File: src/source/pio_pkg.sv
package pio_pkg;

  // One program word
  typedef logic [15:0] instr_t;

  // Pins, scratch registers, OSR and FIFO entries
  typedef logic [31:0] word_t;

  // Program address or pin index
  typedef logic [4:0] addr_t;

  // Pin count for SET and OUT
  typedef logic [2:0] count_t;

  // Clock divisor
  typedef logic [15:0] div_t;

  typedef enum logic [2:0] {
    OP_JMP       = 3'd0,
    OP_WAIT      = 3'd1,
    OP_IN        = 3'd2,
    OP_OUT       = 3'd3,
    OP_PUSH_PULL = 3'd4,
    OP_MOV       = 3'd5,
    OP_IRQ       = 3'd6,
    OP_SET       = 3'd7
  } opcode_t;

  // MS_JUMP is the tick in which a taken jump lands in pc
  typedef enum logic {
    MS_EXEC = 1'b0,
    MS_JUMP = 1'b1
  } mstate_t;

  // Destinations in op1 of SET and OUT
  localparam logic [2:0] DEST_PINS    = 3'd0;
  localparam logic [2:0] DEST_X       = 3'd1;
  localparam logic [2:0] DEST_Y       = 3'd2;
  localparam logic [2:0] DEST_PINDIRS = 3'd4;

  // WAIT sources in op1[1:0]
  localparam logic [1:0] WAIT_GPIO = 2'd0;
  localparam logic [1:0] WAIT_IRQ  = 2'd2;

endpackage

File: src/source/clock_divider.sv
module clock_divider
  import pio_pkg::*;
(
  input  logic clk,
  input  logic reset,
  input  div_t div,
  output logic penable
);

  div_t count;

  // 0 and 1 both mean full rate
  assign penable = (div <= 16'd1) || (count >= div - 16'd1);

  always_ff @(posedge clk) begin
    if (reset) begin
      count <= '0;
    end else if (penable) begin
      count <= '0;
    end else begin
      count <= count + 16'd1;
    end
  end

endmodule

File: src/source/program_counter.sv
module program_counter
  import pio_pkg::*;
(
  input  logic  clk,
  input  logic  reset,
  input  logic  penable,
  input  logic  jmp,
  input  addr_t target,
  input  logic  stalled,
  input  addr_t pstart,
  input  addr_t pend,
  output addr_t pc
);

  always_ff @(posedge clk) begin
    if (reset) begin
      pc <= pstart;
    end else if (penable) begin
      // A pending jump wins over a stall
      if (jmp) begin
        pc <= target;
      end else if (!stalled) begin
        if (pc == pend) begin
          pc <= pstart;
        end else begin
          pc <= pc + 5'd1;
        end
      end
    end
  end

endmodule

File: src/source/scratch_register.sv
module scratch_register
  import pio_pkg::*;
(
  input  logic  clk,
  input  logic  reset,
  input  logic  penable,
  input  word_t din,
  input  logic  set,
  input  logic  dec,
  output word_t dout
);

  always_ff @(posedge clk) begin
    if (reset) begin
      dout <= '0;
    end else if (penable) begin
      if (set) begin
        dout <= din;
      end else if (dec) begin
        // Wraps to all ones from zero
        dout <= dout - 32'd1;
      end
    end
  end

endmodule

File: src/source/instr_decoder.sv
module instr_decoder
  import pio_pkg::*;
(
  input  instr_t     instr,
  output opcode_t    op,
  output logic [2:0] op1,
  output addr_t      op2,
  output logic [4:0] delay
);

  assign op  = opcode_t'(instr[15:13]);
  assign op1 = instr[7:5];
  assign op2 = instr[4:0];

  // No side-set, so the whole field is delay
  always_comb begin
    case (op)
      OP_IN,
      OP_MOV,
      OP_IRQ: begin
        // Unsupported opcodes run as a bare nop
        delay = 5'd0;
      end
      default: begin
        delay = instr[12:8];
      end
    endcase
  end

endmodule

File: src/source/output_shift_register.sv
module output_shift_register
  import pio_pkg::*;
(
  input  logic  clk,
  input  logic  reset,
  input  logic  penable,
  input  logic  load,
  input  word_t din,
  input  logic  shift,
  input  addr_t amount,
  input  logic  shift_right,
  output word_t shifted_out,
  output word_t osr
);

  // Bits already shifted out, 32 when empty
  logic [5:0] count;
  logic [5:0] bits;
  logic [5:0] avail;
  logic [5:0] take;
  word_t      mask;

  always_comb begin
    bits  = (amount == 5'd0) ? 6'd32 : {1'b0, amount};
    avail = 6'd32 - count;
    take  = (bits > avail) ? avail : bits;
    mask  = (take == 6'd32) ? '1 : ((32'd1 << take) - 32'd1);
    // Result is right-aligned either way
    if (shift_right) begin
      shifted_out = osr & mask;
    end else begin
      shifted_out = (osr >> (6'd32 - take)) & mask;
    end
  end

  always_ff @(posedge clk) begin
    if (reset) begin
      osr   <= '0;
      count <= 6'd32;
    end else if (penable) begin
      if (load) begin
        osr   <= din;
        count <= 6'd0;
      end else if (shift) begin
        if (shift_right) begin
          osr <= osr >> bits;
        end else begin
          osr <= osr << bits;
        end
        count <= count + take;
      end
    end
  end

endmodule

File: src/source/tx_fifo.sv
module tx_fifo
  import pio_pkg::*;
#(
  parameter int FIFO_DEPTH = 4
)
(
  input  logic  clk,
  input  logic  reset,
  input  logic  we,
  input  word_t wdata,
  input  logic  pop,
  output word_t rdata,
  output logic  empty,
  output logic  full
);

  localparam int PTR_W = (FIFO_DEPTH > 1) ? $clog2(FIFO_DEPTH) : 1;
  localparam int CNT_W = $clog2(FIFO_DEPTH + 1);

  word_t            mem [FIFO_DEPTH];
  logic [PTR_W-1:0] rd_ptr;
  logic [PTR_W-1:0] wr_ptr;
  logic [CNT_W-1:0] count;
  logic             do_write;
  logic             do_pop;

  assign empty    = (count == '0);
  assign full     = (count == CNT_W'(FIFO_DEPTH));
  assign do_write = we && !full;
  assign do_pop   = pop && !empty;
  assign rdata    = mem[rd_ptr];

  always_ff @(posedge clk) begin
    if (do_write) begin
      mem[wr_ptr] <= wdata;
    end
  end

  always_ff @(posedge clk) begin
    if (reset) begin
      rd_ptr <= '0;
      wr_ptr <= '0;
      count  <= '0;
    end else begin
      if (do_write) begin
        wr_ptr <= (wr_ptr == PTR_W'(FIFO_DEPTH - 1)) ? '0 : wr_ptr + 1'b1;
      end
      if (do_pop) begin
        rd_ptr <= (rd_ptr == PTR_W'(FIFO_DEPTH - 1)) ? '0 : rd_ptr + 1'b1;
      end
      if (do_write && !do_pop) begin
        count <= count + 1'b1;
      end else if (do_pop && !do_write) begin
        count <= count - 1'b1;
      end
    end
  end

endmodule

File: src/source/state_machine.sv
module state_machine
  import pio_pkg::*;
(
  input  logic   clk,
  input  logic   reset,
  input  logic   en,
  input  div_t   div,
  input  instr_t instr,
  input  word_t  gpio_pins,
  input  word_t  irq_flags,
  input  word_t  fifo_data,
  input  logic   fifo_empty,
  input  addr_t  pstart,
  input  addr_t  pend,
  input  addr_t  pins_set_base,
  input  count_t pins_set_count,
  input  addr_t  pins_out_base,
  input  count_t pins_out_count,
  input  logic   shift_dir,
  output addr_t  pc,
  output logic   fifo_pop,
  output word_t  output_pins,
  output word_t  pin_directions
);

  logic       penable;
  logic       tick;
  mstate_t    state;
  logic       jmp;
  addr_t      jmp_target;
  logic [4:0] delay_cnt;
  logic       execute;
  logic       waiting;
  logic       stalled;
  logic       take_jmp;
  logic       setx;
  logic       sety;
  logic       decx;
  logic       decy;
  logic       load;
  logic       shift;
  count_t     set_count;
  opcode_t    op;
  logic [2:0] op1;
  addr_t      op2;
  logic [4:0] delay;
  word_t      new_val;
  word_t      x;
  word_t      y;
  word_t      osr;
  word_t      shifted_out;

  // Writes up to cnt bits of val from pin base, wrapping mod 32
  function automatic word_t write_field(word_t cur, word_t val, addr_t base, count_t cnt);
    word_t result;
    addr_t idx;
    result = cur;
    for (int i = 0; i < 7; i++) begin
      idx = base + addr_t'(i);
      if (i < int'(cnt)) begin
        result[idx] = val[i];
      end
    end
    return result;
  endfunction

  assign tick      = en && penable;
  assign jmp       = (state == MS_JUMP);
  assign execute   = tick && !jmp && (delay_cnt == 5'd0);
  assign stalled   = waiting || (delay_cnt != 5'd0);
  assign fifo_pop  = load;
  assign new_val   = {27'b0, op2};
  // SET carries at most five data bits
  assign set_count = (pins_set_count > 3'd5) ? 3'd5 : pins_set_count;

  always_comb begin
    take_jmp = 1'b0;
    waiting  = 1'b0;
    setx     = 1'b0;
    sety     = 1'b0;
    decx     = 1'b0;
    decy     = 1'b0;
    load     = 1'b0;
    shift    = 1'b0;
    if (execute) begin
      case (op)
        OP_JMP: begin
          case (op1)
            3'd0: take_jmp = 1'b1;
            3'd1: take_jmp = (x == '0);
            3'd2: begin
              take_jmp = (x != '0);
              decx     = 1'b1;
            end
            3'd3: take_jmp = (y == '0);
            3'd4: begin
              take_jmp = (y != '0);
              decy     = 1'b1;
            end
            3'd5: take_jmp = (x != y);
            // JMP PIN tests the first OUT pin
            3'd6: take_jmp = gpio_pins[pins_out_base];
            default: take_jmp = (osr != '0);
          endcase
        end
        OP_WAIT: begin
          case (op1[1:0])
            WAIT_GPIO: waiting = (gpio_pins[op2] != op1[2]);
            WAIT_IRQ:  waiting = (irq_flags[op2] != op1[2]);
            default:   waiting = 1'b0;
          endcase
        end
        OP_PUSH_PULL: begin
          // Only PULL, which blocks on an empty FIFO
          if (op1[2]) begin
            waiting = fifo_empty;
            load    = !fifo_empty;
          end
        end
        OP_OUT: shift = 1'b1;
        OP_SET: begin
          setx = (op1 == DEST_X);
          sety = (op1 == DEST_Y);
        end
        default: ;
      endcase
    end
  end

  always_ff @(posedge clk) begin
    if (reset) begin
      state          <= MS_EXEC;
      delay_cnt      <= 5'd0;
      output_pins    <= '0;
      pin_directions <= '0;
    end else if (tick) begin
      if (delay_cnt != 5'd0) begin
        delay_cnt <= delay_cnt - 5'd1;
      end
      if (jmp) begin
        state <= MS_EXEC;
      end
      // Delay starts only once the instruction completes
      if (execute && !waiting) begin
        delay_cnt <= delay;
        if (take_jmp) begin
          state <= MS_JUMP;
        end
        if (op == OP_SET && op1 == DEST_PINS) begin
          output_pins <= write_field(output_pins, new_val, pins_set_base, set_count);
        end
        if (op == OP_SET && op1 == DEST_PINDIRS) begin
          pin_directions <= write_field(pin_directions, new_val, pins_set_base, set_count);
        end
        if (op == OP_OUT && op1 == DEST_PINS) begin
          output_pins <= write_field(output_pins, shifted_out, pins_out_base, pins_out_count);
        end
      end
    end
  end

  // Target captured with the jump, the decoder has moved on by then
  always_ff @(posedge clk) begin
    if (execute && take_jmp) begin
      jmp_target <= op2;
    end
  end

  clock_divider divider_inst (
    .clk     (clk),
    .reset   (reset),
    .div     (div),
    .penable (penable)
  );

  program_counter pc_inst (
    .clk     (clk),
    .reset   (reset),
    .penable (tick),
    .jmp     (jmp),
    .target  (jmp_target),
    .stalled (stalled),
    .pstart  (pstart),
    .pend    (pend),
    .pc      (pc)
  );

  scratch_register scratch_x (
    .clk     (clk),
    .reset   (reset),
    .penable (tick),
    .din     (new_val),
    .set     (setx),
    .dec     (decx),
    .dout    (x)
  );

  scratch_register scratch_y (
    .clk     (clk),
    .reset   (reset),
    .penable (tick),
    .din     (new_val),
    .set     (sety),
    .dec     (decy),
    .dout    (y)
  );

  instr_decoder decoder_inst (
    .instr (instr),
    .op    (op),
    .op1   (op1),
    .op2   (op2),
    .delay (delay)
  );

  output_shift_register osr_inst (
    .clk         (clk),
    .reset       (reset),
    .penable     (tick),
    .load        (load),
    .din         (fifo_data),
    .shift       (shift),
    .amount      (op2),
    .shift_right (shift_dir),
    .shifted_out (shifted_out),
    .osr         (osr)
  );

endmodule

File: src/source/pio_block.sv
module pio_block
  import pio_pkg::*;
#(
  parameter int FIFO_DEPTH = 4
)
(
  input  logic   clk,
  input  logic   reset,
  input  logic   en,
  input  div_t   div,
  input  logic   prog_we,
  input  addr_t  prog_addr,
  input  instr_t prog_data,
  input  logic   tx_we,
  input  word_t  tx_data,
  output logic   tx_full,
  input  word_t  gpio_pins,
  input  word_t  irq_flags,
  input  addr_t  pstart,
  input  addr_t  pend,
  input  addr_t  pins_set_base,
  input  count_t pins_set_count,
  input  addr_t  pins_out_base,
  input  count_t pins_out_count,
  input  logic   shift_dir,
  output addr_t  pc,
  output word_t  output_pins,
  output word_t  pin_directions
);

  // Program memory, written by the host and read asynchronously at pc
  instr_t prog_mem [32];
  instr_t instr;
  word_t  fifo_data;
  logic   fifo_empty;
  logic   fifo_pop;

  always_ff @(posedge clk) begin
    if (prog_we) begin
      prog_mem[prog_addr] <= prog_data;
    end
  end

  assign instr = prog_mem[pc];

  tx_fifo #(
    .FIFO_DEPTH (FIFO_DEPTH)
  ) fifo_inst (
    .clk   (clk),
    .reset (reset),
    .we    (tx_we),
    .wdata (tx_data),
    .pop   (fifo_pop),
    .rdata (fifo_data),
    .empty (fifo_empty),
    .full  (tx_full)
  );

  state_machine machine_inst (
    .clk            (clk),
    .reset          (reset),
    .en             (en),
    .div            (div),
    .instr          (instr),
    .gpio_pins      (gpio_pins),
    .irq_flags      (irq_flags),
    .fifo_data      (fifo_data),
    .fifo_empty     (fifo_empty),
    .pstart         (pstart),
    .pend           (pend),
    .pins_set_base  (pins_set_base),
    .pins_set_count (pins_set_count),
    .pins_out_base  (pins_out_base),
    .pins_out_count (pins_out_count),
    .shift_dir      (shift_dir),
    .pc             (pc),
    .fifo_pop       (fifo_pop),
    .output_pins    (output_pins),
    .pin_directions (pin_directions)
  );

endmodule

File: config.mk
export PLATFORM = sky130hd
export DESIGN_NAME = pio_block
export DESIGN_NICKNAME = d
export VERILOG_FILES = /design/src/source/pio_pkg.sv /design/src/source/clock_divider.sv /design/src/source/program_counter.sv /design/src/source/scratch_register.sv /design/src/source/instr_decoder.sv /design/src/source/output_shift_register.sv /design/src/source/tx_fifo.sv /design/src/source/state_machine.sv /design/src/source/pio_block.sv
export SDC_FILE = /design/constraint.sdc
export NUM_CORES = 2
export LEC_CHECK = 0
export BUFFER_PORTS_ARGS = -buffer_cell sky130_fd_sc_hd__buf_2
export CAP_MARGIN = 40
export CORE_MARGIN = 5
export CORE_UTILIZATION = 25
export CTS_CLUSTER_SIZE = 40
export DETAILED_ROUTE_END_ITERATION = 10
export GPL_TIMING_DRIVEN = 0
export PLACE_DENSITY = 0.38
export SETUP_SLACK_MARGIN = 0.02
export SKIP_LAST_GASP = 1
export SYNTH_ARGS = -nofsm -noshare
export SYNTH_HDL_FRONTEND = slang
export SYNTH_SLANG_ARGS = --single-unit
File: constraint.sdc
create_clock -name clk -period 7.8 [get_ports clk]
set_clock_uncertainty 0.1 [all_clocks]
set_input_delay 1.56 -clock clk [delete_from_list [all_inputs] [get_ports clk]]
set_output_delay 1.56 -clock clk [all_outputs]
set_load 0.02 [all_outputs]
==> flow_summary.ini <==
[outcome]
outcome = finished, final reports clean

[synth]
syn_nets = 4660
synth_top_flop_cell = edfxtp_1
synthesis.area_um2 = 48600
synthSimpleGateAreaFrac = 0.128
synthXorXnorAreaFrac = 0.0296
ys_types = 108
ys_async_sr_fraction = 0
synth_edf_count = 650
synth_adder_area_share = 0.0147
yosys_register_bits = 852
syn_area_per_cell_um2 = 10.9
yosysWarningCount = 0
synth_mux_area_frac = 0.146
synth_top_family_by_area = compound AO/OA/AOI/OAI gates
syn_inst = 4439
synth_compound_area_frac = 0.165
ys_seq_area_frac = 0.485

[hold_path]
hold_path.class = flop to flop
hold_end = machine_inst.delay_cnt[4]
hp-start = machine_inst.delay_cnt[4]
worstHoldPathCells = 2

[grt]
grt_pass1_wl_mm = 307
grt_pass1_vias = 40500
antenna_found_initial = 16
grt_max_degree = 33
grt-ovfl-total = 0
grt.total_usage = 0.206

[clock_tree]
cts.reportedPaths.clkPinSlew_ns = 0.06
tritoncts = done
worstSkewPairLatency_ns = 0.74
clockRootBuffer = clkbuf_16
clockBufferDepth = 3
cts_buffers = 99
ctsHtreeMaxLevel = 3
cts.sinks = 852
hold_buffers = 0

[sta]
fin_ws_ns = 0.272
relSlewSlack = 0.305
timing.fmax_mhz = 133
finalHoldViolations = 0
min_period_over_period = 0.965
whs_ns = 0.382
rsz0062_at_grt = no
slew_violations = 0
layout_min_cycle_time_ns = 7.53
setup_viol = 0
worstMarginPinSlew_ns = 1.04

[floorplanning]
die_area_um2 = 203000
io_pins = 235
dieHeight_um = 451
num_rows = 161
initial_utilization = 0.252
die_width_um = 451
design.core.area_um2 = 193000

[power]
power.density_nw_per_um2 = 247
seqPwrFrac = 0.342
p_sw_frac = 0.365
internal-power_uw = 9300
power.leakage_uw = 0.0202
comb_power_share = 0.345
p_clk_frac = 0.313
power_uw = 14600
peakVddDrop_mv = 0.174
power.switching_uw = 5350

[cells_and_area]
layout.nets = 5134
multiInputGateArea_um2 = 24300
area_growth_pct = 21.9
seqCellArea_um2 = 23600
final_cells = 7532
post-route-util = 0.307
final_common_cell = edfxtp_1
drive_gt1_frac = 0.196
fill_cells = 19800
final_cell_mix = edfxtp_1, nor2_1, nand2_1

[flow_run]
cap_violations = 0

[routing]
drc_errors = 0
wirelength_mm = 218
dr.pass1.iters = 7
ant_nets = 0
drt_iter0_drc = 4641
vias = 41500
via_per_inst = 5.51
wl_per_cell_um = 29.0

[place]
dp_cells = 7313
io_buffers = 229
dp.final_hpwl_mm = 165
pre_cts_ws_ns = -3.30
gp_congestion = 0.963

[critical_path]
cp_common_cell = buf_8
r2r_cells = 36
slowest_delay_ns = 0.52
r2r_slack_ns = 0.27
required_ns = 8.31
worstPathArrival_ns = 8.04
cp_slowest_cell = mux4_2
crit_type = flop to flop
cp-end-kind = flop
path_max_fanout = 10
reg2reg_to = machine_inst.output_pins[0]
critPathLaunchType = flop
layout make-up:
| class | instances | area share |
|---|---|---|
| Antenna cell | 8 | 0.000338 |
| Buffer | 285 | 0.0245 |
| Clock buffer | 128 | 0.0444 |
| Clock inverter | 58 | 0.00936 |
| Inverter | 70 | 0.00471 |
| Multi-Input combinational cell | 3218 | 0.410 |
| Sequential cell | 852 | 0.398 |
| Tap cell | 2526 | 0.0534 |
| Timing Repair Buffer | 387 | 0.0553 |
registers in the layout, summed over array words and instances (netlist names), 3 cells and up, named ones only:
name                             count
machine_inst.scratch_x.dout         32
fifo_inst.count                      3
machine_inst.scratch_y.dout         32
machine_inst.osr_inst.count          6
machine_inst.pin_directions         32
machine_inst.delay_cnt               5
machine_inst.jmp_target              5
machine_inst.pc_inst.pc              5
machine_inst.osr_inst.osr           32
prog_mem                           512
machine_inst.divider_inst.count     16
machine_inst.output_pins            32
fifo_inst.mem                      128
worst max-delay path, delay by kind of cell (launching register included):
kind                       cells  cell delay (ns)
AOI/OAI and AO/OA             10             2.25
buffers and inverters         14             2.17
and+or+nand+nor                8             1.31
muxes                          2             0.75
adders and majority gates      2             0.43
DFF                            1             0.35
cell usage after synthesis, drive strengths merged, types with 60 or more instances:
master,n,area (µm²)
clkbuf,210,790
nor3,97,495
o221ai,60,526
mux2i,286,2860
nand2,436,1640
dfxtp,202,4040
buf,89,503
edfxtp,650,19500
nand3,92,460
o22ai,109,682
inv,67,251
xnor2,106,928
a21oi,242,1230
nor2,472,1780
a22oi,89,673
mux4,166,3740
o21ai,182,915
cells by family (layout without fill, tap and decap cells):
logic type                 count (synthesis)  count (layout)
AOI/OAI and AO/OA                       1146            1146
muxes                                    493             493
DFF                                      852             852
buffers and inverters                    369             928
other                                      0               8
and+or+nand+nor                         1359            1359
xor gates and xnor gates                 164             164
adders and majority gates                 56              56
power by group through the flow:
stage               logic (µW)  clock network, µW  registers [µW]
floorplan                 2720                  0            5100
CTS                       4810               4720            5010
global placement          4420                  0            5110
finish                    5050               4590            5010
detailed placement        4550                  0            5110
global route              5270               4900            5020
how the worst max path moves through the flow:
| stage | startpoint | end | slack [ns] | depth (start not counted) |
|---|---|---|---|---|
| after detailed placement | flop | machine_inst.output_pins[11] | -3.30 | 38 |
| after CTS | flop | machine_inst.output_pins[2] | 0.02 | 36 |
| final | flop | machine_inst.output_pins[0] | 0.27 | 36 |
| after global routing | flop | machine_inst.output_pins[0] | 0.02 | 36 |
| after floorplan | flop | machine_inst.output_pins[14] | 0.14 | 40 |
| after global placement | flop | machine_inst.output_pins[11] | -5.22 | 30 |
metrics by stage:
stage,instance area (µm²),setup TNS (ns)
after detailed placement,54900,-102.45
final,59200,0
after global placement,52900,-170.62
after floorplan,48600,0
after CTS,58800,0
after global routing,59200,0
routing by layer:
metal,vias up,track usage,wire length [µm]
met4,14,0.0772,9290
met5,-,0,95
met1,21000,0.286,96500
met3,356,0.0356,14700
li1,18300,-,-
met2,1808,0.323,97700
timing repair:
action	4_1_cts	5_1_grt
endpoints found under the setup margin	36	32
gates resized for setup	131	60
gates cloned	0	1
buffers inserted	27	7
hold endpoints to repair	0	0
pin swaps	17	18
Power figures use the tool's default switching activity.
